<file path="src/common/node_macros.svh">
`ifndef NODE_MACROS_SVH
`define NODE_MACROS_SVH

// ~~~~~~~~~~~~~~~~~~~~~~~~~~~~~~~~~~~~~~~~~~~~~~~~~
// memory geometry.
`define WORD_WIDTH 16
`define ADDR_WIDTH 11

// ~~~~~~~~~~~~~~~~~~~~~~~~~~~~~~~~~~~~~~~~~~~~~~~~~
// fixed locations in the node memory.
// the low byte of the own q word holds the node's q value.
`define OWN_Q_ADDR 0
`define FLAG_ADDR 2
`define RNG_ADDR 2046
`define Q_TABLE_BASE 16
`define MEMBER_TABLE_BASE 32
`define TABLE_LEN 8

// action codes, both above any node id (ids stay below 64).
`define NO_SINK 65
`define SELF_HOP 300
`define LFSR_SEED 16'hACE1

`endif

</file>
<file path="src/source/rng_lfsr.sv">
`timescale 1ns/1ns
`include "node_macros.svh"

module rng_lfsr (
	input logic clock,
	input logic nrst,
	input logic take,
	output logic [`WORD_WIDTH-1:0] value
);

	localparam logic [`WORD_WIDTH-1:0] taps = 16'hB400;

	logic [`WORD_WIDTH-1:0] next_value;

	// ~~~~~~~~~~~~~~~~~~~~~~~~~~~~~~~~~~~~~~~~~~~~~~~~~
	// galois form, shifting right and folding the dropped bit into the taps.
	always_comb begin
		next_value = value >> 1;
		if (value[0]) begin
			next_value = next_value ^ taps;
		end
	end

	always_ff @(posedge clock) begin
		if (!nrst) begin
			value <= `LFSR_SEED;
		end else if (take) begin
			value <= next_value; // one step per consumed word.
		end
	end

	// a zero state would lock the sequence for good.
	assert property (@(posedge clock) disable iff (!nrst) value != '0);

endmodule

</file>
<file path="config.mk">
export PLATFORM = sky130hd
export DESIGN_NAME = rng_lfsr
export DESIGN_NICKNAME = d
export VERILOG_FILES = /design/src/source/rng_lfsr.sv
export VERILOG_INCLUDE_DIRS = /design/src /design/src/common
export SDC_FILE = /design/constraint.sdc
export NUM_CORES = 1
export LEC_CHECK = 0
export ABC_AREA = 1
export BUFFER_PORTS_ARGS = -buffer_cell sky130_fd_sc_hd__buf_2
export CORE_MARGIN = 3
export CORE_UTILIZATION = 53
export DETAILED_ROUTE_END_ITERATION = 12
export PLACE_DENSITY_LB_ADDON = 0.2
export SKIP_CTS_REPAIR_TIMING = 1
export SYNTH_ARGS = -nofsm -noshare
export SYNTH_HDL_FRONTEND = slang
export SYNTH_SLANG_ARGS = --single-unit
</file>
<file path="constraint.sdc">
create_clock -name clock -period 1.17 [get_ports clock]
set_input_delay 0.234 -clock clock [delete_from_list [all_inputs] [get_ports clock]]
set_output_delay 0.234 -clock clock [all_outputs]
set_load 0.05 [all_outputs]
</file>
==> results of run 1 <==
power by group through the flow:
stage / combinational [mW] / sequential, mW / clock (mW)
2_1_floorplan: 0.255 / 0.653 / 0
3_3_place_gp: 0.283 / 0.628 / 0
3_5_place_dp: 0.286 / 0.628 / 0
4_1_cts: 0.287 / 0.616 / 0.373
5_1_grt: 0.335 / 0.629 / 0.411
6_report: 0.314 / 0.621 / 0.364
worst reg2reg max path, stage by stage, from the launching register on:
cell	delay, ns
dfxtp_2	0.38
inv_1	0.10
nand2_1	0.07
nand3_1	0.08
nand2_1	0.08
inv_1	0.03
metrics by stage:
step	utilization	hold WS (ns)	instances	instance area (um2)	setup slack, ns
floorplan	-	0.3724	93	716.9	0.1361
global placement	0.5865	0.4669	109	695.7	0.2265
detailed placement	0.5865	0.4707	109	695.7	0.1977
CTS	0.6171	0.2005	113	732.0	-0.06614
global route	0.6614	0.1940	113	784.5	-0.009382
finish	0.6614	0.2168	113	784.5	0.04846
logic make-up (layout without fill, tap and decap cells):
| logic type | Yosys count | after routing |
|---|---|---|
| compound gates | 15 | 15 |
| flops | 16 | 16 |
| buf+inv | 24 | 30 |
| simple gates | 38 | 38 |
layer usage:
metal / GRT usage / vias up
li1: - / 289
met1: 0.1949 / 234
met2: 0.2156 / 19
met3: 0.06780 / 2
met4: 0.07453 / 0
met5: 0 / -
cells in the final DEF, fill, tap and decap left out, drive strengths merged:
cell / count
a21oi: 5
nand3: 4
nor2: 14
nand2: 20
dfxtp: 16
inv: 7
clkbuf: 8
buf: 15
o21ai: 9
o211ai: 1
area by class of cell:
cell class              instances  area, um2
fillers                       109      401.6
flip-flops and latches         16      321.6
multi-input cells              53      229.0
repair buffers                 19      148.9
clock buffers                   4      36.28
inverters                       7      31.28
well taps                      14      17.52
final timing paths:
kind / from / endpoint / depth (start not counted)
hold / removal: nrst / value[14] / 3
setup / recovery: value[9] / value[9] / 1
hold reg to reg: value[8] / value[7] / 2
setup reg to reg: value[0] / value[12] / 5
==> results.sh, run 1 <==
export IMPL_status="finished, final reports clean"
export IMPL_clk_path_buf_depth=2
export IMPL_placementRows=12
export IMPL_numCtsBuffers=3
export IMPL_synth_seq_area_share=0.4468
export IMPL_ys_seq_elements=16
export IMPL_met1_length_um=609
export IMPL_grt_pass1_vias=473
export IMPL_synth_compound_area_frac=0.1134
export IMPL_met3WireLength_um=75
export IMPL_path_buf_inv=1
export IMPL_crit_chain="clkbuf_4"
export IMPL_slew_headroom=0.7725
export IMPL_skew_ns=0.004441
export IMPL_wl_met2_um=564
export IMPL_synthTopCellsByArea="dfxtp_1, buf_4, nand2_1"
export IMPL_power_leakage_nw=0.3988
export IMPL_largest_register_ffs=16
export IMPL_fin_crit_sh=0.9586
export IMPL_fmax_mhz=891.6
export IMPL_synthArstFlopShare=0
export IMPL_start_util=0.6044
export IMPL_cts_root_buf="clkbuf_4"
export IMPL_startpoint_type="register"
export IMPL_cp_arrival_ns=0.89
export IMPL_vias=544
export IMPL_path_delay_family="flip-flops"
export IMPL_fin_nets=103
export IMPL_area_growth_synth_to_final_pct=9.424
export IMPL_p_int_mw=0.8677
export IMPL_setup_tns_ns=0
export IMPL_yosysWarnings=0
export IMPL_hold_path_class="input pin to register"
export IMPL_antenna_cells=0
export IMPL_fp_dieH_um=42.78
export IMPL_synthMuxAreaShare=0
export IMPL_synth_top_area_frac=0.4468
export IMPL_wl_per_cell_um=11.15
export IMPL_synth_edf_count=0
export IMPL_grt_overflow_total=0
export IMPL_switching_share=0.3319
export IMPL_reg2reg_slack_ns=0.34
export IMPL_total_power_mw=1.299
export IMPL_ys_types=14
export IMPL_vdd_drop_max_mv=0.9104
export IMPL_io_buffers=18
export IMPL_synthFlopType="dfxtp_1"
export IMPL_pwr_share_comb=0.242
export IMPL_clkPwrFrac=0.280
export IMPL_grt_pass1_wl_mm=2.056
export IMPL_drtIter0Drc=14
export IMPL_dp_hpwl_um=841.4
export IMPL_synth_avg_cell_area_um2=7.709
export IMPL_cpMaxStageDelayCell="dfxtp_1"
export IMPL_synth_xor_area_share=0
export IMPL_top_layer_used="met4"
export IMPL_synth_top_family_by_area="buffers and inverters"
export IMPL_synthAdderAreaFrac=0
export IMPL_worstPathMaxFanout=3
export IMPL_required_ns=0.94
export IMPL_max_stage_delay_ns=0.36
export IMPL_worstSetupEndpointType="output pin"
export IMPL_synth_common_cells="nand2_1, dfxtp_1, nor2_1"
export IMPL_remaining_drc_errors=0
export IMPL_gp_congestion=0.7364
export IMPL_wirelength_mm=1.260
export IMPL_power_switching_mw=0.4311
export IMPL_power_density_nw_per_um2=1656
export IMPL_max_cap_violations=0
export IMPL_tightestPinTransition_ns=0.3413
export IMPL_num_io_pins=19
export IMPL_syn_num_nets=96
export IMPL_cts_max_level=1
export IMPL_setup_violations=0
export IMPL_tritoncts="done"
export IMPL_synth_simple_gate_area_frac=0.2059
export IMPL_hold_viol_final=0
export IMPL_cts_clk_slew_worst_paths_ns=0.09
export IMPL_drt_antenna_violating_nets=0
export IMPL_grt_max_degree=19
export IMPL_antenna_found_initial=0
export IMPL_clk_latency_ns=0.28
export IMPL_synth_area_leader_cell="dfxtp_1"
export IMPL_seq_power_share=0.478
export IMPL_dieArea_um2=1830
export IMPL_final_min_clock_period_ns=1.122
export IMPL_vias_per_cell=4.814
export IMPL_final_layout_size_suffix_gt1_frac=0.2626
export IMPL_maxSlewViolCount=0
export IMPL_track_usage=0.1529
export IMPL_yosysMostFrequentCell="nand2_1"
export IMPL_netlist_instances=93
export IMPL_top_regs="value: 16 flops"
export IMPL_clock_sinks=16
export IMPL_core_um2=1186
export IMPL_dr_pass1_iters=4
export IMPL_largest_register="value"
export IMPL_die_w_um=42.78
export IMPL_netlist_area_um2=716.9
export IMPL_critPathKind="register to output pin"
Note: power is estimated with default switching activity, not from simulation.
==> run 2, diff against run 1 <==
--- a/config.mk
+++ b/config.mk
@@ -6,8 +6,7 @@
 export SDC_FILE = /design/constraint.sdc
 export NUM_CORES = 1
 export LEC_CHECK = 0
-export ABC_AREA = 1
-export BUFFER_PORTS_ARGS = -buffer_cell sky130_fd_sc_hd__buf_2
+export BUFFER_PORTS_ARGS = -buffer_cell sky130_fd_sc_hd__clkbuf_2
 export CORE_MARGIN = 3
 export CORE_UTILIZATION = 53
 export DETAILED_ROUTE_END_ITERATION = 12
==> run 2 against run 1 <==
- register-to-register slack better by 0.02 ns
- critical path type unchanged
- largest power group unchanged
- power down 3.7%
- synthesized cell count fell by 26%
- largest cell class unchanged
- via count shrank 20%
- clock-buffer cell count did not move
- critical endpoint is now value[1]
==> results.sh, run 2 <==
export IMPL_synthArstFlopShare=0
export IMPL_yosysMostFrequentCell="dfxtp_1"
export IMPL_syn_num_nets=72
export IMPL_clk_latency_ns=0.28
export IMPL_synth_top_area_frac=0.4391
export IMPL_tritoncts="done"
export IMPL_synthTopCellsByArea="dfxtp_1, mux2i_1, buf_4"
export IMPL_dieArea_um2=1858
export IMPL_max_cap_violations=0
export IMPL_cts_root_buf="clkbuf_4"
export IMPL_cp_arrival_ns=0.88
export IMPL_netlist_instances=69
export IMPL_max_stage_delay_ns=0.38
export IMPL_pwr_share_comb=0.230
export IMPL_cts_max_level=1
export IMPL_start_util=0.6073
export IMPL_synth_common_cells="dfxtp_1, buf_4, mux2i_1"
export IMPL_slew_headroom=0.8250
export IMPL_numCtsBuffers=3
export IMPL_total_power_mw=1.251
export IMPL_setup_tns_ns=0
export IMPL_path_buf_inv=1
export IMPL_placementRows=12
export IMPL_vias_per_cell=4.833
export IMPL_hold_viol_final=0
export IMPL_power_leakage_nw=0.3715
export IMPL_final_min_clock_period_ns=1.110
export IMPL_startpoint_type="register"
export IMPL_skew_ns=0.002010
export IMPL_grt_pass1_wl_mm=1.773
export IMPL_antenna_cells=0
export IMPL_clkPwrFrac=0.283
export IMPL_setup_violations=0
export IMPL_vdd_drop_max_mv=0.9304
export IMPL_grt_overflow_total=0
export IMPL_yosysWarnings=0
export IMPL_synth_edf_count=0
export IMPL_wirelength_mm=1.072
export IMPL_critPathKind="register to output pin"
export IMPL_num_io_pins=19
export IMPL_dr_pass1_iters=4
export IMPL_track_usage=0.1297
export IMPL_grt_pass1_vias=392
export IMPL_vias=435
export IMPL_grt_max_degree=19
export IMPL_fp_dieH_um=43.10
export IMPL_synth_avg_cell_area_um2=10.57
export IMPL_fin_nets=80
export IMPL_synthFlopType="dfxtp_1"
export IMPL_core_um2=1201
export IMPL_power_switching_mw=0.3796
export IMPL_p_int_mw=0.8716
export IMPL_top_regs="value: 16 flops"
export IMPL_switching_share=0.3034
export IMPL_worstSetupEndpointType="output pin"
export IMPL_power_density_nw_per_um2=1555
export IMPL_cts_clk_slew_worst_paths_ns=0.09
export IMPL_antenna_found_initial=0
export IMPL_maxSlewViolCount=0
export IMPL_final_layout_size_suffix_gt1_frac=0.3553
export IMPL_hold_path_class="input pin to register"
export IMPL_fin_crit_sh=0.9486
export IMPL_synth_area_leader_cell="dfxtp_1"
export IMPL_clk_path_buf_depth=2
export IMPL_drtIter0Drc=3
export IMPL_status="finished, final reports clean"
export IMPL_area_growth_synth_to_final_pct=10.29
export IMPL_fillers=106
export IMPL_fin_util=0.6698
export IMPL_path_delay_family="flip-flops"
export IMPL_netlist_area_um2=729.5
export IMPL_clock_sinks=16
export IMPL_ys_types=14
export IMPL_gp_congestion=0.6389
export IMPL_required_ns=0.94
export IMPL_io_buffers=18
export IMPL_drt_antenna_violating_nets=0
export IMPL_ys_seq_elements=16
export IMPL_rsz0062_at_grt="false"
export IMPL_remaining_drc_errors=0
export IMPL_layout_commonest_cell="dfxtp_1"
export IMPL_cpMaxStageDelayCell="dfxtp_1"
export IMPL_mostFrequentLayoutCells="dfxtp_1, mux2i_1, buf_4, nor2b_1, clkbuf_4"
export IMPL_wl_per_cell_um=11.91
export IMPL_crit_chain="buf_4"
export IMPL_seq_power_share=0.487
export IMPL_largest_register="value"
export IMPL_worstPathMaxFanout=3
export IMPL_largest_register_ffs=16
export IMPL_tightestPinTransition_ns=0.2625
export IMPL_dp_hpwl_um=743.5
export IMPL_die_w_um=43.10
export IMPL_fmax_mhz=901.0
export IMPL_synth_seq_area_share=0.4391
run 2: cell count changes after synthesis, moves of 3 or more:
cell     before  now
nor2_1       14    0
mux2i_1       0   13
o21ai_0       7    1
inv_1         6    0
xnor2_1       0    3
nand2_1      20    6
a21oi_1       4    1
nor2b_1       0    7
nand3_1       4    0
run 2: power groups by stage:
stage	registers, mW	clock network (mW)	logic, mW
5_1_grt	0.616	0.401	0.303
3_5_place_dp	0.622	0	0.268
4_1_cts	0.609	0.371	0.269
3_3_place_gp	0.619	0	0.267
2_1_floorplan	0.647	0	0.230
6_report	0.610	0.354	0.288
run 2: path summary, 6_finish.rpt:
check | from | end | slack [ns] | cells after the start
min reg2reg | value[15] | value[15] | 0.51 | 2
max reg2reg | value[0] | value[13] | 0.36 | 3
min | nrst | value[15] | 0.28 | 2
max | value[1] | value[1] | 0.06 | 1
run 2: stage by stage:
step	hold slack (ns)	area [um2]	std cells	worst slack [ns]
floorplan	0.3622	729.5	69	0.1526
global placement	0.4894	723.2	86	0.2631
detailed placement	0.4919	723.2	86	0.2527
CTS	0.2732	759.5	90	-0.05551
global route	0.2910	804.5	90	0.0004224
finish	0.2787	804.5	90	0.06009
run 2: layer usage:
| layer | share of wire | vias up | track usage |
|---|---|---|---|
| li1 | - | 228 | - |
| met3 | 0.069 | 2 | 0.02542 |
| met2 | 0.45 | 13 | 0.1622 |
| met1 | 0.47 | 192 | 0.1832 |
| met4 | 0.0065 | 0 | 0.1084 |
| met5 | 0 | - | 0 |
run 2: kinds of logic after synthesis:
logic type,after synthesis,share of synthesized area
DFF,16,0.4391
xor gates and xnor gates,3,0.03603
muxes,13,0.1784
AOI/OAI and AO/OA,4,0.03429
buffers and inverters,17,0.1938
and+or+nand+nor,16,0.1183
run 2: final cells by class:
type	count	area, um2	share of cell area
Clock buffer	4	36.28	0.04510
Timing Repair Buffer	20	162.7	0.2022
Multi-Input combinational cell	36	267.8	0.3328
Tap cell	14	17.52	0.02177
Sequential cell	16	320.3	0.3981
