--- config.mk ---
export PLATFORM = sky130hd
export DESIGN_NAME = select_my_action
export DESIGN_NICKNAME = d
export VERILOG_FILES = /design/src/common/mem_pkg.sv /design/src/common/route_pkg.sv /design/src/routing/select_my_action.sv
export VERILOG_INCLUDE_DIRS = /design/src /design/src/common
export SDC_FILE = /design/constraint.sdc
export NUM_CORES = 1
export LEC_CHECK = 0
export BUFFER_PORTS_ARGS = -buffer_cell sky130_fd_sc_hd__buf_2
export CAP_MARGIN = 20
export CORE_MARGIN = 2
export CORE_UTILIZATION = 48
export DETAILED_ROUTE_END_ITERATION = 10
export GPL_TIMING_DRIVEN = 0
export PLACE_DENSITY = 0.88
export SKIP_CTS_REPAIR_TIMING = 1
export SLEW_MARGIN = 20
export SYNTH_ARGS = -nofsm -noshare
export SYNTH_HDL_FRONTEND = slang
export SYNTH_SLANG_ARGS = --single-unit
--- constraint.sdc ---
create_clock -name clock -period 5.9 [get_ports clock]
set_clock_uncertainty 0.1 [all_clocks]
set_input_delay 0.59 -clock clock [delete_from_list [all_inputs] [get_ports clock]]
set_output_delay 0.59 -clock clock [all_outputs]
set_load 0.005 [all_outputs]
--- src/common/node_macros.svh ---
`ifndef NODE_MACROS_SVH
`define NODE_MACROS_SVH

// ~~~~~~~~~~~~~~~~~~~~~~~~~~~~~~~~~~~~~~~~~~~~~~~~~
// memory geometry.
`define WORD_WIDTH 16
`define ADDR_WIDTH 11

// ~~~~~~~~~~~~~~~~~~~~~~~~~~~~~~~~~~~~~~~~~~~~~~~~~
// fixed locations in the node memory.
// the low byte of the own q word holds the node's q value.
`define OWN_Q_ADDR 0
`define FLAG_ADDR 2
`define RNG_ADDR 2046
`define Q_TABLE_BASE 16
`define MEMBER_TABLE_BASE 32
`define TABLE_LEN 8

// action codes, both above any node id (ids stay below 64).
`define NO_SINK 65
`define SELF_HOP 300
`define LFSR_SEED 16'hACE1

`endif

--- src/common/mem_pkg.sv ---
`include "node_macros.svh"

package mem_pkg;

	typedef logic [`WORD_WIDTH-1:0] word_t;
	typedef logic [`ADDR_WIDTH-1:0] addr_t;

	// one access on either memory port.
	typedef struct packed {
		logic wr_en;
		addr_t address;
		word_t data;
	} mem_req_t;

	// ~~~~~~~~~~~~~~~~~~~~~~~~~~~~~~~~~~~~~~~~~~~~~~~~~
	// two readings of one table word.
	typedef struct packed {
		logic [7:0] q_value; // larger is better.
		logic [7:0] node_id;
	} q_entry_t;

	typedef struct packed {
		logic is_sink;
		logic same_cluster;
		logic [5:0] hop_count;
		logic [7:0] node_id;
	} member_entry_t;

	typedef union packed {
		q_entry_t q_entry; // words of the q table.
		member_entry_t member_entry; // words of the membership table.
	} table_word_u;

endpackage

--- src/common/route_pkg.sv ---
`include "node_macros.svh"

package route_pkg;

	// ~~~~~~~~~~~~~~~~~~~~~~~~~~~~~~~~~~~~~~~~~~~~~~~~~
	// which block owns the engine port.
	typedef enum logic [2:0] {
		idle        = 3'd0, // nothing run since reset.
		best_hop    = 3'd1, // q table scan.
		next_sink   = 3'd2, // membership scan.
		action_load = 3'd3, // select block takes nexthop.
		action_run  = 3'd4, // select block writes flag and random word.
		finish      = 3'd5  // decision held for the host.
	} engine_phase_t;

	// final result of one run.
	typedef struct packed {
		logic [`WORD_WIDTH-1:0] action; // neighbour id, sink id or the self code.
		logic for_aggregation;
	} decision_t;

endpackage

--- src/routing/select_my_action.sv ---
`timescale 1ns/1ns
`include "node_macros.svh"

module select_my_action import mem_pkg::*, route_pkg::*; (
	input logic clock,
	input logic nrst,
	input logic en,
	input logic start,
	input logic [`WORD_WIDTH-1:0] nexthop,
	input logic [`WORD_WIDTH-1:0] nextsinks,
	input logic [`WORD_WIDTH-1:0] rng_in,
	output mem_req_t mem_req,
	output decision_t decision,
	output logic rng_take,
	output logic done
);

	localparam word_t no_sink = `NO_SINK;
	localparam word_t self_hop = `SELF_HOP;
	localparam addr_t flag_addr = `FLAG_ADDR;
	localparam addr_t rng_addr = `RNG_ADDR;

	logic [2:0] state;
	word_t action;
	logic for_aggregation;

	// ~~~~~~~~~~~~~~~~~~~~~~~~~~~~~~~~~~~~~~~~~~~~~~~~~
	// 0 waits for start, 1 picks the sink, 2 writes the flag,
	// 3 writes the random word, 4 settles, 5 raises done, 6 waits for en.
	always_ff @(posedge clock) begin
		if (!nrst) begin
			state <= 3'd6;
			done <= 1'b0;
			for_aggregation <= 1'b0;
			mem_req.wr_en <= 1'b0;
			rng_take <= 1'b0;
		end else begin
			mem_req.wr_en <= 1'b0; // writes are single-cycle pulses.
			rng_take <= 1'b0;
			case (state)
				3'd0: begin
					if (start) begin
						state <= 3'd1;
					end
				end
				3'd1: begin
					if (nextsinks != no_sink) begin
						action <= nextsinks; // a sink in our cluster beats the best hop.
					end
					state <= 3'd2;
				end
				3'd2: begin
					if (action == self_hop) begin
						for_aggregation <= 1'b1; // no better head nearby, so aggregate here.
						mem_req.address <= flag_addr;
						mem_req.data <= word_t'(1);
						mem_req.wr_en <= 1'b1;
					end else begin
						for_aggregation <= 1'b0;
					end
					state <= 3'd3;
				end
				3'd3: begin
					mem_req.address <= rng_addr; // seed for later explore hops.
					mem_req.data <= rng_in;
					mem_req.wr_en <= 1'b1;
					rng_take <= 1'b1;
					state <= 3'd4;
				end
				3'd4: begin
					state <= 3'd5;
				end
				3'd5: begin
					done <= 1'b1;
					state <= 3'd6;
				end
				3'd6: begin
					if (en) begin
						done <= 1'b0;
						for_aggregation <= 1'b0;
						action <= nexthop;
						state <= 3'd0;
					end
				end
				default: begin
					state <= 3'd5;
				end
			endcase
		end
	end

	assign decision.action = action;
	assign decision.for_aggregation = for_aggregation;

	// flag and random word writes are over before done rises.
	assert property (@(posedge clock) disable iff (!nrst) mem_req.wr_en |-> ##2 !mem_req.wr_en);
	assert property (@(posedge clock) disable iff (!nrst) (state == 3'd7) |=> (state == 3'd5));

endmodule

==> impl_results.md, run 1 <==
- Status: complete, no violations
- Worst path cell trace: buf_4, nor4b_1, nand3_1, o21bai_2
- Initial DRC Count: 69
- Placed Cells: ~280
- Drt pass-1 iters: 4
- Startpoint types: flop
- Largest net degree at the start of global routing: 19
- Routed wire per std cell: 12.26 um
- Antenna violations before repair: 0
- Crit path kind: flop to flop
- Final Total Pwr: between 600 and 700 uW
- Vias in the first global route: ~1300
- WP data arrival: roughly 2100 ps
- PwrDens: approximately 260 nW/um^2
- Final core utilization: about two thirds
- Tcrit/Tclk final: approximately two fifths
- Synth-to-Final Area Change: 34.20%
- Max Slew Vio Count: 0
- Mean number of vias per cell: a little under 5
- Row count: 22
- Synthesis-stage register bit count: 41
- Final Non-Filler Cells: between 200 and 300
- Core Region: between 3000 and 4000 sq um
- Sequential element share of the synthesized area: between 60% and 70%
- Die area: roughly 4400 sq um
- Buf/Inv on CP: 1
- Yosys warning count: 0
- Final TNS setup: 0 ps
- CTS Root Cell: clkbuf_8
- Commonest non-fill, non-tap cell in the layout: buf_2
- Slew HR: between 40% and 50%
- Min-Delay Path Class: flop to flop
- DP Area: around 2400 sq um
- Clock transition at the registers of the reported paths: approximately 80 ps
- Post-synth net total: ~190
- Final Hold Fails: 0
- GRT Util Overall: between 10% and 20%
- CP max stage cell: o21bai_2
- CP peak stage delay: around 740 ps
- Fillers: ~280
- Post-route cell area: 2509 sq um
- Clk sinks: roughly 40
- CTS H-Tree Depth: 2
- Hpwl dp: 2.808 mm
- First-pass GRT wire length: about 5.4 mm
- Syn Std Cell Area: between 1500 and 2000 sq um
- CTS tree: yes
- DR vias: approximately 1400
- Initial Util: approximately half
- Post-Syn Instances: ~130
- Nets: just under 300
- Total CTS buffers: 5
- Io pins: 99
- Min cycle time layout: around 2200 ps
- WP data required: ~5700 ps
- Worst-skew pair later-pin latency: approximately 300 ps
- Post-synth EDFFs: 34
- Final Wtd Congestion: roughly 0.7
- Max-Cap Viols: 0
- Worst-Margin Slew: approximately 830 ps
- Clock Path Buffers: 2
- Port Buffer Count: 97
- RSZ-0062 raised after global routing: false
- CP delay by family, top: compound AO/OA/AOI/OAI gates
- Library cells used by synthesis: 29
- Antenna cells: 0
- Die width: approximately 66 um
- Total gr overflow: 0
- Fmax: ~0.45 GHz
- Avg Inst Size Synth: ~14 sq um
- Crit end category: flop
- Commonest non-fill, non-tap cells in the layout: buf_2 (99), edfxtp_1 (34), and2_1 (16)
- Cell type with the largest total area after synthesis: edfxtp_1
- Peak VDD IR: ~0.14 mV
- Synth area leaders: edfxtp_1 (55%), dfxtp_1 (7.5%), mux2_4 (7.2%)
- P_leak: around 0.0012 uW
- Routed Wire Length: roughly 3.5 mm
- Main synth FF type: edfxtp_1
- CP max FO: 18
- Share of cells above drive strength 1: a little under three fifths
- Die height: between 60 and 70 um
- Synth top area share: a little over half
- DR DRC count: 0
- Fraction of registers with async set/reset: 0%
- Final ANT Viol Nets: 0
- Setup violations, final: 0
report_power, final:
group	switching, uW	leakage, uW	internal [uW]
combinational	52.5	0.000743	70.6
clock	88.9	0.0000455	95.3
sequential	8.72	0.000389	334
cells by family after synthesis:
family          after synthesis  share of synthesized area [%]
mux                          16                          11.45
buf+inv                      18                          6.760
compound gates               12                          4.284
other cells                   1                         0.2006
flops                        41                          62.11
simple gates                 45                          15.19
worst paths after layout:
kind	from	to	slack [ps]	depth (start not counted)
max reg2reg	state[2]$_SDFFE_PN1P_	mem_req[11]$_DFFE_PP_	3660	4
min	for_aggregation$_SDFFE_PN0P_	for_aggregation$_SDFFE_PN0P_	360	2
max	state[2]$_SDFFE_PN1P_	mem_req[11]$_DFFE_PP_	3660	4
min reg2reg	for_aggregation$_SDFFE_PN0P_	for_aggregation$_SDFFE_PN0P_	360	2
worst min-delay path: stages, from the launching register on:
cell and delay, ps:
dfxtp_1 320, nand2_1 50, o22ai_1 50
cell usage after synthesis, types with 3 or more instances:
cell      number
a21oi_1        4
and2_1        16
buf_4         11
dfxtp_1        7
edfxtp_1      34
inv_1          3
mux2_2         7
mux2_4         9
nand2_1        7
nand3_1        3
nor3_1         4
nor4b_1        5
o21bai_1       3
layer usage:
metal | GRT usage (%) | part of all wire, % | vias up
li1 | - | - | 685
met1 | 17.92 | 38 | 606
met2 | 28.75 | 45 | 95
met3 | 7.155 | 14 | 7
met4 | 10.71 | 2.5 | 0
met5 | 0 | 0 | -
sequential cells by signal, summed over array words and instances (netlist names):
signal           cells
done                 1
for_aggregation      1
rng_take             1
mem_req             19
state                3
action              16
stage by stage:
stage / hold slack (ps) / setup WS (ps)
floorplan: 335.7 / 3572
global placement: 346.4 / 3167
detailed placement: 354.1 / 3636
CTS: 364.2 / 3624
global route: 381.1 / 3483
finish: 364.4 / 3656
area by class of cell:
cell class,instances,area (sq um),area share (%)
multi-input combinational,74,585.6,23.34
tap,48,60.06,2.394
clock buffer,8,90.09,3.591
buffer,15,115.1,4.589
sequential,41,1161,46.28
timing repair buffer,97,485.5,19.35
inverter,3,11.26,0.4489
Note: power is estimated with default switching activity, not from simulation.
==> run 2: changes to the inputs <==
ABC_AREA = 1   (was not set)
CORE_UTILIZATION = 40   (was 48)
PLACE_DENSITY = 0.78   (was 0.88)
clock period = 1.9 ns   (was 5.9 ns; I/O delays follow)
==> run 2 against run 1 <==
  * Global-route usage fell by 2.0 points
  * Synthesized area rose by 1.2%
  * Core utilization fell by 11 points
  * Sequential share of layout area fell by 1.6 points
  * Register-to-register slack got worse by 3500 ps
  * Routed wire length rose by 16%
  * Critical path depth rose by 2
  * Fmax rose by 28%
  * Cell count rose by 27%
  * Critical endpoint is now mem_req[4]$_DFFE_PP_
  * Non-clock buffer count rose by 2
  * Total power rose to 4.3 times the previous value
==> impl_results.md, run 2 <==
- GRT Util Overall: 15.27% (-2.0 points)
- Syn Std Cell Area: 1892 sq um (+1.2%)
- Synth-to-Final Area Change: 37.30%
- Crit-path most repeated cell: nor2_1
- Io pins: 99 (unchanged)
- Max-Cap Viols: 0 (unchanged)
- CP max FO: 18 (unchanged)
- RSZ-0062 raised after global routing: false
- Synth Area in Compound Gates: 2.513% (-1.8 points)
- Post-synth EDFFs: 34 (unchanged)
- Final Hold Fails: 0 (unchanged)
- Total gr overflow: 0 (unchanged)
- Crit end category: flop
- Port Buffer Count: 97 (unchanged)
- Post-Syn Instances: 203 (+53%)
- Max reg flops: 19 (unchanged)
- Final Wtd Congestion: 0.9089 (+29%)
- Commonest non-fill, non-tap cell in the layout: buf_2
- Fillers: 421 (+53%)
- Crit path kind: flop to flop
- Cell type with the largest total area after synthesis: edfxtp_1
- Buf/Inv on CP: 1 (unchanged)
- CP delay by family, top: simple AND/OR/NAND/NOR gates
- Vias in the first global route: 1496 (+19%)
- Final Non-Filler Cells: 363 (+27%)
- Mean number of vias per cell: 4.441 (-8.8%)
- Antenna violations before repair: 0 (unchanged)
- Yosys warning count: 0 (unchanged)
- Metal-1 WL: 1.668 mm (+24%)
- Commonest non-fill, non-tap cells in the layout: buf_2 (98), nand2_1 (59), nor2_1 (35)
- CTS H-Tree Depth: 2 (unchanged)
- Fmax: 0.5705 GHz (+28%)
- Tcrit/Tclk final: 92.26% (+54 points)
- DR DRC count: 0 (unchanged)
- Post-synthesis mux area share: 0% (-11 points)
- Largest Register: mem_req
- Peak VDD IR: 0.4863 mV (+260%)
- Die height: 72.77 um (+9.6%)
- Post-synth top cells: nand2_1 (59), nor2_1 (35), edfxtp_1 (34)
- Main synth FF type: edfxtp_1
- Drt pass-1 iters: 4 (unchanged)
- Max Slew Vio Count: 0 (unchanged)
- Final ANT Viol Nets: 0 (unchanged)
- Uppermost layer routed: met4
- Startpoint types: flop
- Post-synth net total: 255 (+38%)
- Die width: 72.77 um (+9.6%)
- Post-Synth Adder-Cell Area: 0% (unchanged)
- Setup Slack @ Placement: -363.3 ps (-3999 ps)
- FF/Latch Area: 1161 sq um (unchanged)
- Share of cells above drive strength 1: 42.39% (-15 points)
- Avg Inst Size Synth: 9.319 sq um (-34%)
- Worst-Margin Slew: 527.1 ps (-305.5 ps)
- DR vias: 1612 (+16%)
- Min-Delay Path Class: input port to flop
- P_leak: 0.001303 uW (+11%)
- Post-Synth XOR/XNOR Area: 0% (unchanged)
- CTS Root Cell: clkbuf_8
- Initial Util: 40.86% (-9.4 points)
- Placed Cells: 354 (+27%)
- CP max stage cell: edfxtp_1
- Total CTS buffers: 5 (unchanged)
- Worst path cell trace: nor2_1, nand2_1, nor2_1, nand3_1, a21oi_4, buf_12
- Routed Wire Length: 4.075 mm (+16%)
- WP data arrival: 1660 ps (-400 ps)
- Final TNS setup: 0 ps (unchanged)
- First-pass GRT wire length: 6.203 mm (+14%)
- PwrDens: 1081 nW/um^2 (+320%)
- Nets: 360 (+25%)
- Largest registers: mem_req: 19 flops, action: 16 flops, state: 3 flops
- Slew HR: 64.78% (+20 points)
- Row count: 25 (+14%)
- Fraction of registers with async set/reset: 0% (unchanged)
- Routed length on met3: 272 um (-46%)
- Library cells used by synthesis: 23 (-21%)
- Initial DRC Count: 96 (+39%)
- Routed wire per std cell: 11.23 um (-8.4%)
- Sequential element share of the synthesized area: 61.38% (-0.74 points)
- Clk sinks: 41 (unchanged)
- Hpwl dp: 3.160 mm (+13%)
- Core Region: 4629 sq um (+25%)
- Clock Path Buffers: 2 (unchanged)
- Clock transition at the registers of the reported paths: 80 ps (about the same)
- Min cycle time layout: 1753 ps (-491.3 ps)
- WP data required: 1800 ps (-3920 ps)
- Multi-input combinational cell area: 519.2 sq um (-11%)
- Synthesis-stage register bit count: 41 (unchanged)
- Synth top area share: 53.97% (-0.65 points)
- Setup violations, final: 0 (unchanged)
- Status: complete, no violations
- Cell with the most instances after synthesis: nand2_1
- Die area: 5295 sq um (+20%)
- Synth area leaders: edfxtp_1 (54%), nand2_1 (12%), dfxtp_1 (7.4%)
- Antenna cells: 0 (unchanged)
- Length of routed met2 wiring: 2.030 mm (+29%)
- Hold_ws: 27.96 ps (-336.5 ps)
- CTS tree: yes
- CP peak stage delay: 390 ps (-350 ps)
- Simple-gate share of the synthesized area: 23.54% (+8.4 points)
- Worst-skew pair later-pin latency: 290 ps (about the same)
- Worst setup margin: 147.2 ps (-3509 ps)
- Largest net degree at the start of global routing: 19 (unchanged)
- Largest family of logic cells by synthesized area: simple AND/OR/NAND/NOR gates
[run 2: worst reg2reg max path, stage by stage, from the launching register on]
cell and delay (ps):
edfxtp_1 390, nor2_1 140, nand2_1 80, nor2_1 140, nand3_1 220, a21oi_4 230, buf_12 170
[run 2: final cells by class]
type	count	area share (%)
plain buffers	16	4.961
clock buffers	5	2.649
clock inverters	3	1.590
inverters	28	4.046
multi-input cells	118	19.99
flip-flops and latches	41	44.70
well taps	54	2.601
repair buffers	98	19.46
[run 2: logic make-up (layout without fill, tap and decap cells)]
| group | Yosys count | after routing |
|---|---|---|
| buf+inv | 44 | 150 |
| simple gates | 108 | 108 |
| other cells | 1 | 1 |
| compound gates | 9 | 9 |
| flops | 41 | 41 |
[run 2: path summary, 6_finish.rpt]
path                              from                    end  slack [ps]  depth (start not counted)
setup / recovery  action[15]$_DFFE_PP_   mem_req[4]$_DFFE_PP_         150                          6
hold / removal                    nrst  state[2]$_SDFFE_PN1P_          30                          2
setup reg to reg  action[15]$_DFFE_PP_   mem_req[4]$_DFFE_PP_         150                          6
hold reg to reg      done$_SDFFE_PN0P_      done$_SDFFE_PN0P_         370                          2
[run 2: where the power goes]
part,switching (uW),internal [uW]
Combinational,516,348
Sequential,67.9,1190
Clock,298,387
Total,883,1920
[run 2: layer usage]
layer / track usage, % / vias to the layer above
li1: - / 830
met1: 16.80 / 697
met2: 26.67 / 71
met3: 4.282 / 14
met4: 8.025 / 0
met5: 0 / -
[run 2: stage by stage]
step                util [%]  cell area, sq um  power (uW)
floorplan                  -              1899        1828
CTS                    55.35              2562        2810
finish                 56.11              2597        2807
detailed placement     52.97              2452        2127
global route           56.11              2597        2992
global placement       52.97              2452        2098
