**config.mk**
```make
export PLATFORM = sky130hd
export DESIGN_NAME = find_next_sink
export DESIGN_NICKNAME = d
export VERILOG_FILES = /design/src/common/mem_pkg.sv /design/src/routing/find_next_sink.sv
export VERILOG_INCLUDE_DIRS = /design/src /design/src/common
export SDC_FILE = /design/constraint.sdc
export NUM_CORES = 1
export LEC_CHECK = 0
export ABC_CLOCK_PERIOD_IN_PS = 3200
export BUFFER_PORTS_ARGS = -buffer_cell sky130_fd_sc_hd__buf_2
export CAP_MARGIN = 40
export CELL_PAD_IN_SITES_DETAIL_PLACEMENT = 1
export CELL_PAD_IN_SITES_GLOBAL_PLACEMENT = 2
export CORE_UTILIZATION = 31
export CTS_BUF_LIST = sky130_fd_sc_hd__clkbuf_16
export DETAILED_ROUTE_END_ITERATION = 10
export HOLD_SLACK_MARGIN = 0.08
export PLACE_DENSITY_LB_ADDON = 0.1
export SYNTH_ARGS = -nofsm -noshare
export SYNTH_HDL_FRONTEND = slang
export SYNTH_SLANG_ARGS = --single-unit
export TNS_END_PERCENT = 10
```
**constraint.sdc**
```tcl
create_clock -name clock -period 3.2 [get_ports clock]
set_clock_uncertainty 0.2 [all_clocks]
set_input_delay 0.64 -clock clock [delete_from_list [all_inputs] [get_ports clock]]
set_output_delay 0.64 -clock clock [all_outputs]
set_load 0.02 [all_outputs]
```
**src/common/node_macros.svh**
```systemverilog
`ifndef NODE_MACROS_SVH
`define NODE_MACROS_SVH

// ~~~~~~~~~~~~~~~~~~~~~~~~~~~~~~~~~~~~~~~~~~~~~~~~~
// memory geometry.
`define WORD_WIDTH 16
`define ADDR_WIDTH 11

// ~~~~~~~~~~~~~~~~~~~~~~~~~~~~~~~~~~~~~~~~~~~~~~~~~
// fixed locations in the node memory.
// the low byte of the own q word holds the node's q value.
`define OWN_Q_ADDR 0
`define FLAG_ADDR 2
`define RNG_ADDR 2046
`define Q_TABLE_BASE 16
`define MEMBER_TABLE_BASE 32
`define TABLE_LEN 8

// action codes, both above any node id (ids stay below 64).
`define NO_SINK 65
`define SELF_HOP 300
`define LFSR_SEED 16'hACE1

`endif

```
**src/common/mem_pkg.sv**
```systemverilog
`include "node_macros.svh"

package mem_pkg;

	typedef logic [`WORD_WIDTH-1:0] word_t;
	typedef logic [`ADDR_WIDTH-1:0] addr_t;

	// one access on either memory port.
	typedef struct packed {
		logic wr_en;
		addr_t address;
		word_t data;
	} mem_req_t;

	// ~~~~~~~~~~~~~~~~~~~~~~~~~~~~~~~~~~~~~~~~~~~~~~~~~
	// two readings of one table word.
	typedef struct packed {
		logic [7:0] q_value; // larger is better.
		logic [7:0] node_id;
	} q_entry_t;

	typedef struct packed {
		logic is_sink;
		logic same_cluster;
		logic [5:0] hop_count;
		logic [7:0] node_id;
	} member_entry_t;

	typedef union packed {
		q_entry_t q_entry; // words of the q table.
		member_entry_t member_entry; // words of the membership table.
	} table_word_u;

endpackage

```
**src/routing/find_next_sink.sv**
```systemverilog
`timescale 1ns/1ns
`include "node_macros.svh"

module find_next_sink import mem_pkg::*; (
	input logic clock,
	input logic nrst,
	input logic start,
	output logic [`ADDR_WIDTH-1:0] mem_address,
	input table_word_u mem_data,
	output logic [`WORD_WIDTH-1:0] nextsinks,
	output logic done
);

	localparam logic [3:0] last_step = 4'(`TABLE_LEN + 2);
	localparam logic [3:0] table_len = 4'(`TABLE_LEN);
	localparam logic [3:0] last_entry = 4'(`TABLE_LEN - 1);
	localparam addr_t member_base = `MEMBER_TABLE_BASE;
	localparam word_t no_sink = `NO_SINK;

	logic scanning;
	logic found;
	logic [3:0] step;
	logic [3:0] rd_idx;
	logic [7:0] sink_id;
	logic match;

	assign mem_address = member_base + addr_t'(rd_idx);

	// a valid entry is on the bus from step 1 to step TABLE_LEN.
	assign match = (step != 4'd0) && (step <= table_len) &&
		mem_data.member_entry.is_sink && mem_data.member_entry.same_cluster;

	// ~~~~~~~~~~~~~~~~~~~~~~~~~~~~~~~~~~~~~~~~~~~~~~~~~
	always_ff @(posedge clock) begin
		if (!nrst) begin
			scanning <= 1'b0;
			found <= 1'b0;
			step <= 4'd0;
			rd_idx <= 4'd0;
			done <= 1'b0;
		end else begin
			done <= 1'b0;
			if (start) begin
				scanning <= 1'b1;
				found <= 1'b0;
				step <= 4'd0;
				rd_idx <= 4'd0;
			end else if (scanning) begin
				step <= step + 4'd1;
				if (!found && rd_idx != last_entry) begin
					rd_idx <= rd_idx + 4'd1; // address freezes once a sink is found.
				end
				if (!found && match) begin
					found <= 1'b1; // first matching entry wins.
					sink_id <= mem_data.member_entry.node_id;
				end
				if (step == last_step) begin
					scanning <= 1'b0; // fixed done time even after an early match.
					done <= 1'b1;
					nextsinks <= found ? word_t'(sink_id) : no_sink;
				end
			end
		end
	end

endmodule

```
==> reports/metrics.yaml, run 1 <==
outcome: "finished, final reports clean"
antenna_left: 0
avgViaCountPerCell: 4.211
p_leak_nw: 0.5719
worstPathArrival_ns: 1.91
worst_path_max_delay_cell: "nor3_1"
path_cells: "buf_2 > nor2b_1 > nand3_1 > nor3_1 > buf_4"
wire_per_inst_um: 10.86
synth_top_cell_by_area: "edfxtp_1"
die_w_um: 64.09
switching_share: 0.2013
finalCriticalPeriod_ns: 2.139
dp.cells: 171
antenna_found_initial: 0
io_pins: 47
relSlewSlack: 0.5513
synth.most_common_cell: "edfxtp_1"
p_int_mw: 0.5472
final_cells: 175
hold_violations: 0
tritoncts: "built"
syn_to_final_growth_pct: 16.13
rsz0062_at_grt: "no"
ctsResizeCount: 0
grt_start_max_net_pins: 15
start_util: 0.3239
setup_slack_ns: 1.061
clk_pin_slew_ns: 0.07
cts_max_level: 1
syn_avg_cell_area_um2: 11.83
grt_pass1_wl_um: 3270
whs_ns: 0.2994
cp_slowest_stage_delay_ns: 0.43
crit_path_end_kind: "flip-flop"
finalSetupViolCount: 0
cts_buffers: 3
io_buffers: 25
post-route-drc-count: 0
die-area_mm2: 0.004107
netlist_instances: 101
antenna_cells: 0
required_ns: 2.97
path_buf_inv: 2
clk_latency_ns: 0.25
first_pass_iters: 2
power_frac_comb: 0.059
period_share: 0.6683
pre_cts_ws_ns: 0.7284
synth_flop_cell: "edfxtp_1"
core_mm2: 0.003689
overflow: 0
wl_um: 1901
critPathTopFamily: "simple AND/OR/NAND/NOR gates"
dpl-instance-area_mm2: 0.001309
synthTopCellsByCount: "16 x edfxtp_1, 15 x buf_4, 11 x dfxtp_1, 6 x and2_1, 6 x nor2_1"
drtIter0Drc: 44
maxSlewViolCount: 0
synth-edff-count: 16
seq_area_frac_synth: 0.5864
nFillCells: 429
ir_worst_vdd_v: 0.0001850
synth_area_mm2: 0.001195
die_height_um: 64.09
crit_type: "in2reg"
ys_warn_count: 0
vias: 737
p_clk_frac: 0.397
fin_setup_tns_ns: 0
ys_ff_latch: 27
netlist_top_cells_area: "edfxtp_1 40%, dfxtp_1 18%, buf_4 9.4%"
final_cell_area_mm2: 0.001388
async_flop_share: 0
ys_types: 30
postCtsSetupBuffers: 0
cts-hold-fix-buffers: 0
grt_util_all_layers: 0.1041
max_freq_mhz: 467.6
p_sw_mw: 0.1379
synth_top_area_frac: 0.4021
worst-slew-pin-transition_ns: 0.6705
cts.sinks: 27
row_count: 22
nets: 151
powerDensity_mw_per_mm2: 493.8
fin_total_pwr_mw: 0.6852
post-route-util: 0.3762
cts_buffer_depth: 2
min_path_type: "reg2reg"
critPathMaxFanout: 6
critPathLaunchType: "input port"
seqPwrFrac: 0.545
drive_gt1_frac: 0.2441
globalplace.congestion: 0.7025
cap_violations: 0
root_buffer: "clkbuf_16"
place_hpwl_um: 1524
grt_pass1_vias: 711
## state kept, by name, summed over array words and instances (netlist names)
register / count
done: 1
found: 1
nextsinks: 8
rd_idx: 4
scanning: 1
sink_id: 8
step: 4
## layout by cell type (no fill, tap or decap), drive strengths merged
cell type,synthesis,final
nor3,2,2
mux2i,1,1
nor2,6,6
a21oi,4,4
nand2,4,4
buf,16,26
dfxtp,11,11
nor2b,3,3
and3b,1,1
ha,4,4
and2,6,6
nand2b,5,5
inv,2,3
edfxtp,16,16
o211ai,1,1
xor2,2,2
xnor2,2,2
conb,2,15
or4,1,1
o21ai,3,3
nand3b,1,1
or3,1,1
clkbuf,1,3
and4,1,1
nand4,2,2
o31ai,1,1
nand3,2,2
## final timing paths
path / startpoint / end / slack [ns] / cells after the start
max: nrst / sink_id[2]$_DFFE_PP_ / 1.06 / 5
min: sink_id[0]$_DFFE_PP_ / nextsinks[0]$_SDFFCE_PN1P_ / 0.30 / 1
max reg2reg: step[0]$_SDFFE_PN0P_ / sink_id[2]$_DFFE_PP_ / 1.17 / 6
min reg2reg: sink_id[0]$_DFFE_PP_ / nextsinks[0]$_SDFFCE_PN1P_ / 0.30 / 1
## logic make-up (layout without fill, tap and decap cells)
logic type	after synthesis	count (layout)	synth area share
other	2	15	0.006285
buffers and inverters	19	32	0.1131
xor gates and xnor gates	4	4	0.02932
AOI/OAI and AO/OA	9	9	0.04189
adders and majority gates	4	4	0.04189
and+or+nand+nor	35	35	0.1728
DFF	27	27	0.5864
muxes	1	1	0.008377
## cell type report
cell class,count,area [um^2],area share
inverters,2,7.507,0.005410
flip-flops and latches,27,700.7,0.5050
multi-input cells,68,407.9,0.2940
repair buffers,26,132.6,0.09558
well taps,48,60.06,0.04328
clock inverters,1,3.754,0.002705
clock buffers,3,75.07,0.05410
## worst reg2reg max path: cells and delay by family (launching register included)
kind / cells / cell delay (ns)
flip-flops: 1 / 0.39
adder cells (fa/ha/maj): 1 / 0.20
AND/OR/NAND/NOR: 2 / 0.55
XOR/XNOR: 1 / 0.07
buffers and inverters: 2 / 0.33
## routing by layer
layer  up-vias  GRT usage  part of all wire
met5         -          0                 0
met4         0    0.02557            0.0042
met3         2    0.02143             0.037
met2        17     0.1809              0.51
met1       353     0.1306              0.44
li1        365          -                 -
## power groups by stage
stage | Combinational, mW | Sequential (mW) | Clock, mW
3_5_place_dp | 0.0403 | 0.381 | 0
5_1_grt | 0.0446 | 0.374 | 0.299
3_3_place_gp | 0.0397 | 0.381 | 0
2_1_floorplan | 0.0455 | 0.378 | 0
4_1_cts | 0.0405 | 0.373 | 0.281
6_report | 0.0401 | 0.373 | 0.272
Power figures use the tool's default switching activity.
==> run 2, diff against run 1 <==
ABC_CLOCK_PERIOD_IN_PS = 2200   (was 3200)
CORE_UTILIZATION = 29   (was 31)
clock period = 2.2 ns   (was 3.2 ns; I/O delays follow)
==> reports/metrics.yaml, run 2 (synthesized netlist as in run 1, its figures left out) <==
syn_to_final_growth_pct: 18.32
antenna_cells: 0
grt_start_max_net_pins: 17
nets: 154
first_pass_iters: 3
hp-start: "mem_data[2]"
cts-hold-fix-buffers: 0
finalCriticalPeriod_ns: 1.788
holdPathEnd: "sink_id[2]$_DFFE_PP_"
hold_violations: 0
most-common-layout-cells: "25 x buf_2, 16 x edfxtp_1, 15 x conb_1, 11 x dfxtp_1"
core_mm2: 0.003799
min_path_cells: 1
maxSlewViolCount: 0
drive_gt1_frac: 0.2692
required_ns: 1.98
reg2reg_to: "sink_id[2]$_DFFE_PP_"
wl_um: 2072
tritoncts: "built"
die_w_um: 66.19
antenna_found_initial: 0
fin_setup_tns_ns: 0
rr_worst_depth: 6
globalplace.congestion: 0.6779
clk_pin_slew_ns: 0.07
critPathLaunchType: "flip-flop"
drtIter0Drc: 26
dpl-instance-area_mm2: 0.001331
critPathMaxFanout: 5
row_count: 22
antenna_left: 0
grt_pass1_wl_um: 3325
post-route-drc-count: 0
wire_per_inst_um: 11.64
p_leak_nw: 0.5828
postCtsSetupBuffers: 0
ctsResizeCount: 0
period_share: 0.8126
root_buffer: "clkbuf_16"
cts_max_level: 1
avgViaCountPerCell: 4.298
grt_pass1_vias: 722
cts.sinks: 27
cts_buffer_depth: 2
overflow: 0
vias: 765
start_util: 0.3146
io_buffers: 25
reg2reg_slack_ns: 0.41
final_common_cell: "buf_2"
max_freq_mhz: 559.3
die_height_um: 66.19
min_path_type: "in2reg"
largestRegisters: "nextsinks: 8 flops, sink_id: 8 flops"
r2r-start: "step[0]$_SDFFE_PN0P_"
rsz0062_at_grt: "no"
powerDensity_mw_per_mm2: 721.1
ir_worst_vdd_v: 0.0003835
die-area_mm2: 0.004381
finalSetupViolCount: 0
cts_buffers: 3
crit_path_end_kind: "flip-flop"
outcome: "finished, final reports clean"
final_cell_area_mm2: 0.001414
crit_type: "reg2reg"
grt_util_all_layers: 0.1028
place_hpwl_um: 1649
cap_violations: 0
clk_latency_ns: 0.26
worstPathArrival_ns: 1.57
io_pins: 47
-- run 2: worst max-delay path, stage by stage (launching register included) --
cell      delay [ns]
dfxtp_1         0.40
inv_1           0.08
ha_1            0.20
nand2b_1        0.08
xnor2_1         0.08
nor3_1          0.26
buf_4           0.20
-- run 2: per-stage QoR --
stage                 util  setup WS, ns  power, mW  instances  hold WS, ns
finish              0.3722        0.4122      1.020        178       0.1515
global route        0.3722        0.2760      1.062        178       0.1456
CTS                 0.3722        0.3823      1.037        178       0.1461
detailed placement  0.3505        0.3916     0.6145        174       0.3012
global placement    0.3505        0.3812     0.6130        174       0.2819
floorplan                -        0.1909     0.6166        114       0.2773
-- run 2: report_power, final --
group / leakage (nW) / switching (mW) / total [mW] / internal, mW
registers: 0.242 / 0.00745 / 0.543 / 0.535
clock network: 0.0371 / 0.170 / 0.417 / 0.247
logic: 0.304 / 0.0409 / 0.0599 / 0.0191
-- run 2: per-layer routing --
metal,global-route usage,part of all wire,vias to the layer above
met5,0,0,-
met4,0.02394,0.011,0
met3,0.03621,0.056,4
met2,0.1709,0.49,25
met1,0.1266,0.44,363
li1,-,-,373
-- run 2: worst max-delay path by stage --
stage / end / slack (ns) / startpoint / cells after the start
finish: sink_id[2]$_DFFE_PP_ / 0.41 / step[0]$_SDFFE_PN0P_ / 6
global route: sink_id[2]$_DFFE_PP_ / 0.28 / step[0]$_SDFFE_PN0P_ / 6
CTS: sink_id[2]$_DFFE_PP_ / 0.38 / step[0]$_SDFFE_PN0P_ / 6
detailed placement: sink_id[2]$_DFFE_PP_ / 0.39 / step[0]$_SDFFE_PN0P_ / 6
global placement: sink_id[5]$_DFFE_PP_ / 0.38 / step[0]$_SDFFE_PN0P_ / 6
floorplan: sink_id[0]$_DFFE_PP_ / 0.19 / nrst / 3
-- run 2: cell type report --
cell class,instances,area [um^2]
sequential,27,700.7
multi-input combinational,68,407.9
inverter,2,7.507
fill,442,2385
clock buffer,3,75.07
clock inverter,1,7.507
tap,48,60.06
timing repair buffer,29,155.1
==> run 3, diff against run 2 <==
ABC_CLOCK_PERIOD_IN_PS = 1670   (was 2200)
clock period = 1.67 ns   (was 2.2 ns; I/O delays follow)
==> reports/metrics.yaml, run 3 (synthesized netlist as in run 1, its figures left out) <==
outcome: "finished, final reports clean"
grt_pass1_wl_um: 3629
place_hpwl_um: 1589
nets: 167
io_pins: 47
crit_path_end_kind: "flip-flop"
cts.sinks: 27
cts_buffers: 3
hold_violations: 0
seqPwrFrac: 0.525
most-common-layout-cells: "25 x buf_2, 16 x edfxtp_1, 15 x conb_1, 11 x dfxtp_1"
final_cell_area_mm2: 0.001553
cp_slowest_stage_delay_ns: 0.31
antenna_found_initial: 0
die_w_um: 66.19
worstPathArrival_ns: 1.36
grt_start_max_net_pins: 16
cap_violations: 0
final_common_cell: "buf_2"
wire_per_inst_um: 11.25
critPathLaunchType: "flip-flop"
grt_pass1_vias: 786
root_buffer: "clkbuf_16"
row_count: 22
clk_pin_slew_ns: 0.06
dpl-instance-area_mm2: 0.001393
syn_to_final_growth_pct: 29.95
wl_um: 2148
tritoncts: "built"
p_sw_mw: 0.2826
io_buffers: 25
critPathTopFamily: "flip-flops"
grt_util_all_layers: 0.1133
clk_latency_ns: 0.26
die_height_um: 66.19
min_path_type: "in2reg"
switching_share: 0.2090
highest_layer: "met4"
ir_worst_vdd_v: 0.0006051
avgViaCountPerCell: 4.126
rsz0062_at_grt: "no"
post-route-drc-count: 0
p_leak_nw: 0.6579
powerDensity_mw_per_mm2: 870.6
ctsResizeCount: 0
path_cells: "inv_1 > ha_1 > nand2b_1 > xnor2_1 > nor3_4 > buf_12"
cts_buffer_depth: 2
crit_type: "reg2reg"
finalCriticalPeriod_ns: 1.579
power_frac_comb: 0.078
globalplace.congestion: 0.6648
p_clk_frac: 0.397
antenna_left: 0
p_int_mw: 1.069
maxSlewViolCount: 0
wl_met2_um: 1169
antenna_cells: 0
fin_setup_tns_ns: 0
period_share: 0.9453
start_util: 0.3146
met1Wirelength_um: 872
core_mm2: 0.003799
largestRegisters: "nextsinks: 8 flops, sink_id: 8 flops"
worst_path_max_delay_cell: "dfxtp_1"
cts_max_level: 1
finalSetupViolCount: 0
path_buf_inv: 2
critPathMaxFanout: 8
overflow: 0
required_ns: 1.45
vias: 788
die-area_mm2: 0.004381
drive_gt1_frac: 0.2867
first_pass_iters: 3
max_freq_mhz: 633.5
drtIter0Drc: 47
wl_met3_um: 86
==> run 3: cell count changes in the layout (fill, tap and decap cells not counted) <==
cell           previous run  this run
buf_4                     4         8
clkinv_2                  0         1
nor3_4                    0         1
buf_12                    0         1
clkinvlp_4                1         0
nor3_1                    2         1
dlygate4sd3_1             0         8
==> run 3: timing repair <==
action                                  CTS  global route
hold buffers                              8             0
endpoints found under the setup margin    0             8
buffers inserted                          0             0
hold endpoints to repair                  8             0
==> run 3: final timing paths <==
kind	end	slack, ns	start	cells after the start
setup / recovery	sink_id[1]$_DFFE_PP_	0.09	step[0]$_SDFFE_PN0P_	6
hold / removal	scanning$_SDFF_PN0_	0.12	nrst	2
setup reg to reg	sink_id[1]$_DFFE_PP_	0.09	step[0]$_SDFFE_PN0P_	6
hold reg to reg	nextsinks[0]$_SDFFCE_PN1P_	0.30	sink_id[0]$_DFFE_PP_	1
==> run 3: stage by stage <==
stage               setup slack, ns  power, mW  instances  hold WS, ns    util
detailed placement         0.007297     0.8159        179       0.2863  0.3666
floorplan                  0.004817     0.8143        114       0.2329       -
global placement            0.03016     0.8141        179       0.2799  0.3666
finish                      0.09143      1.352        191       0.1174  0.4088
CTS                       0.0001612      1.370        191       0.1167  0.4088
global route                0.01077      1.415        191       0.1417  0.4088
==> run 3: cell type report <==
type                            instances  area, um^2
Clock inverter                          1       5.005
Timing Repair Buffer                   42       285.3
Fill cell                             442        2246
Clock buffer                            3       75.07
Sequential cell                        27       700.7
Inverter                                2       7.507
Tap cell                               48       60.06
Multi-Input combinational cell         68       419.2
==> run 3: power groups by stage <==
stage | clock network (mW) | logic, mW | registers [mW]
CTS | 0.554 | 0.106 | 0.710
global route | 0.589 | 0.116 | 0.710
floorplan | 0 | 0.0893 | 0.725
detailed placement | 0 | 0.0911 | 0.725
global placement | 0 | 0.0892 | 0.725
finish | 0.537 | 0.105 | 0.710
==> run 3: layer usage <==
| metal | vias up | track usage |
|---|---|---|
| met5 | - | 0 |
| met1 | 370 | 0.1266 |
| li1 | 397 | - |
| met4 | 0 | 0.02394 |
| met3 | 2 | 0.03621 |
| met2 | 19 | 0.2079 |
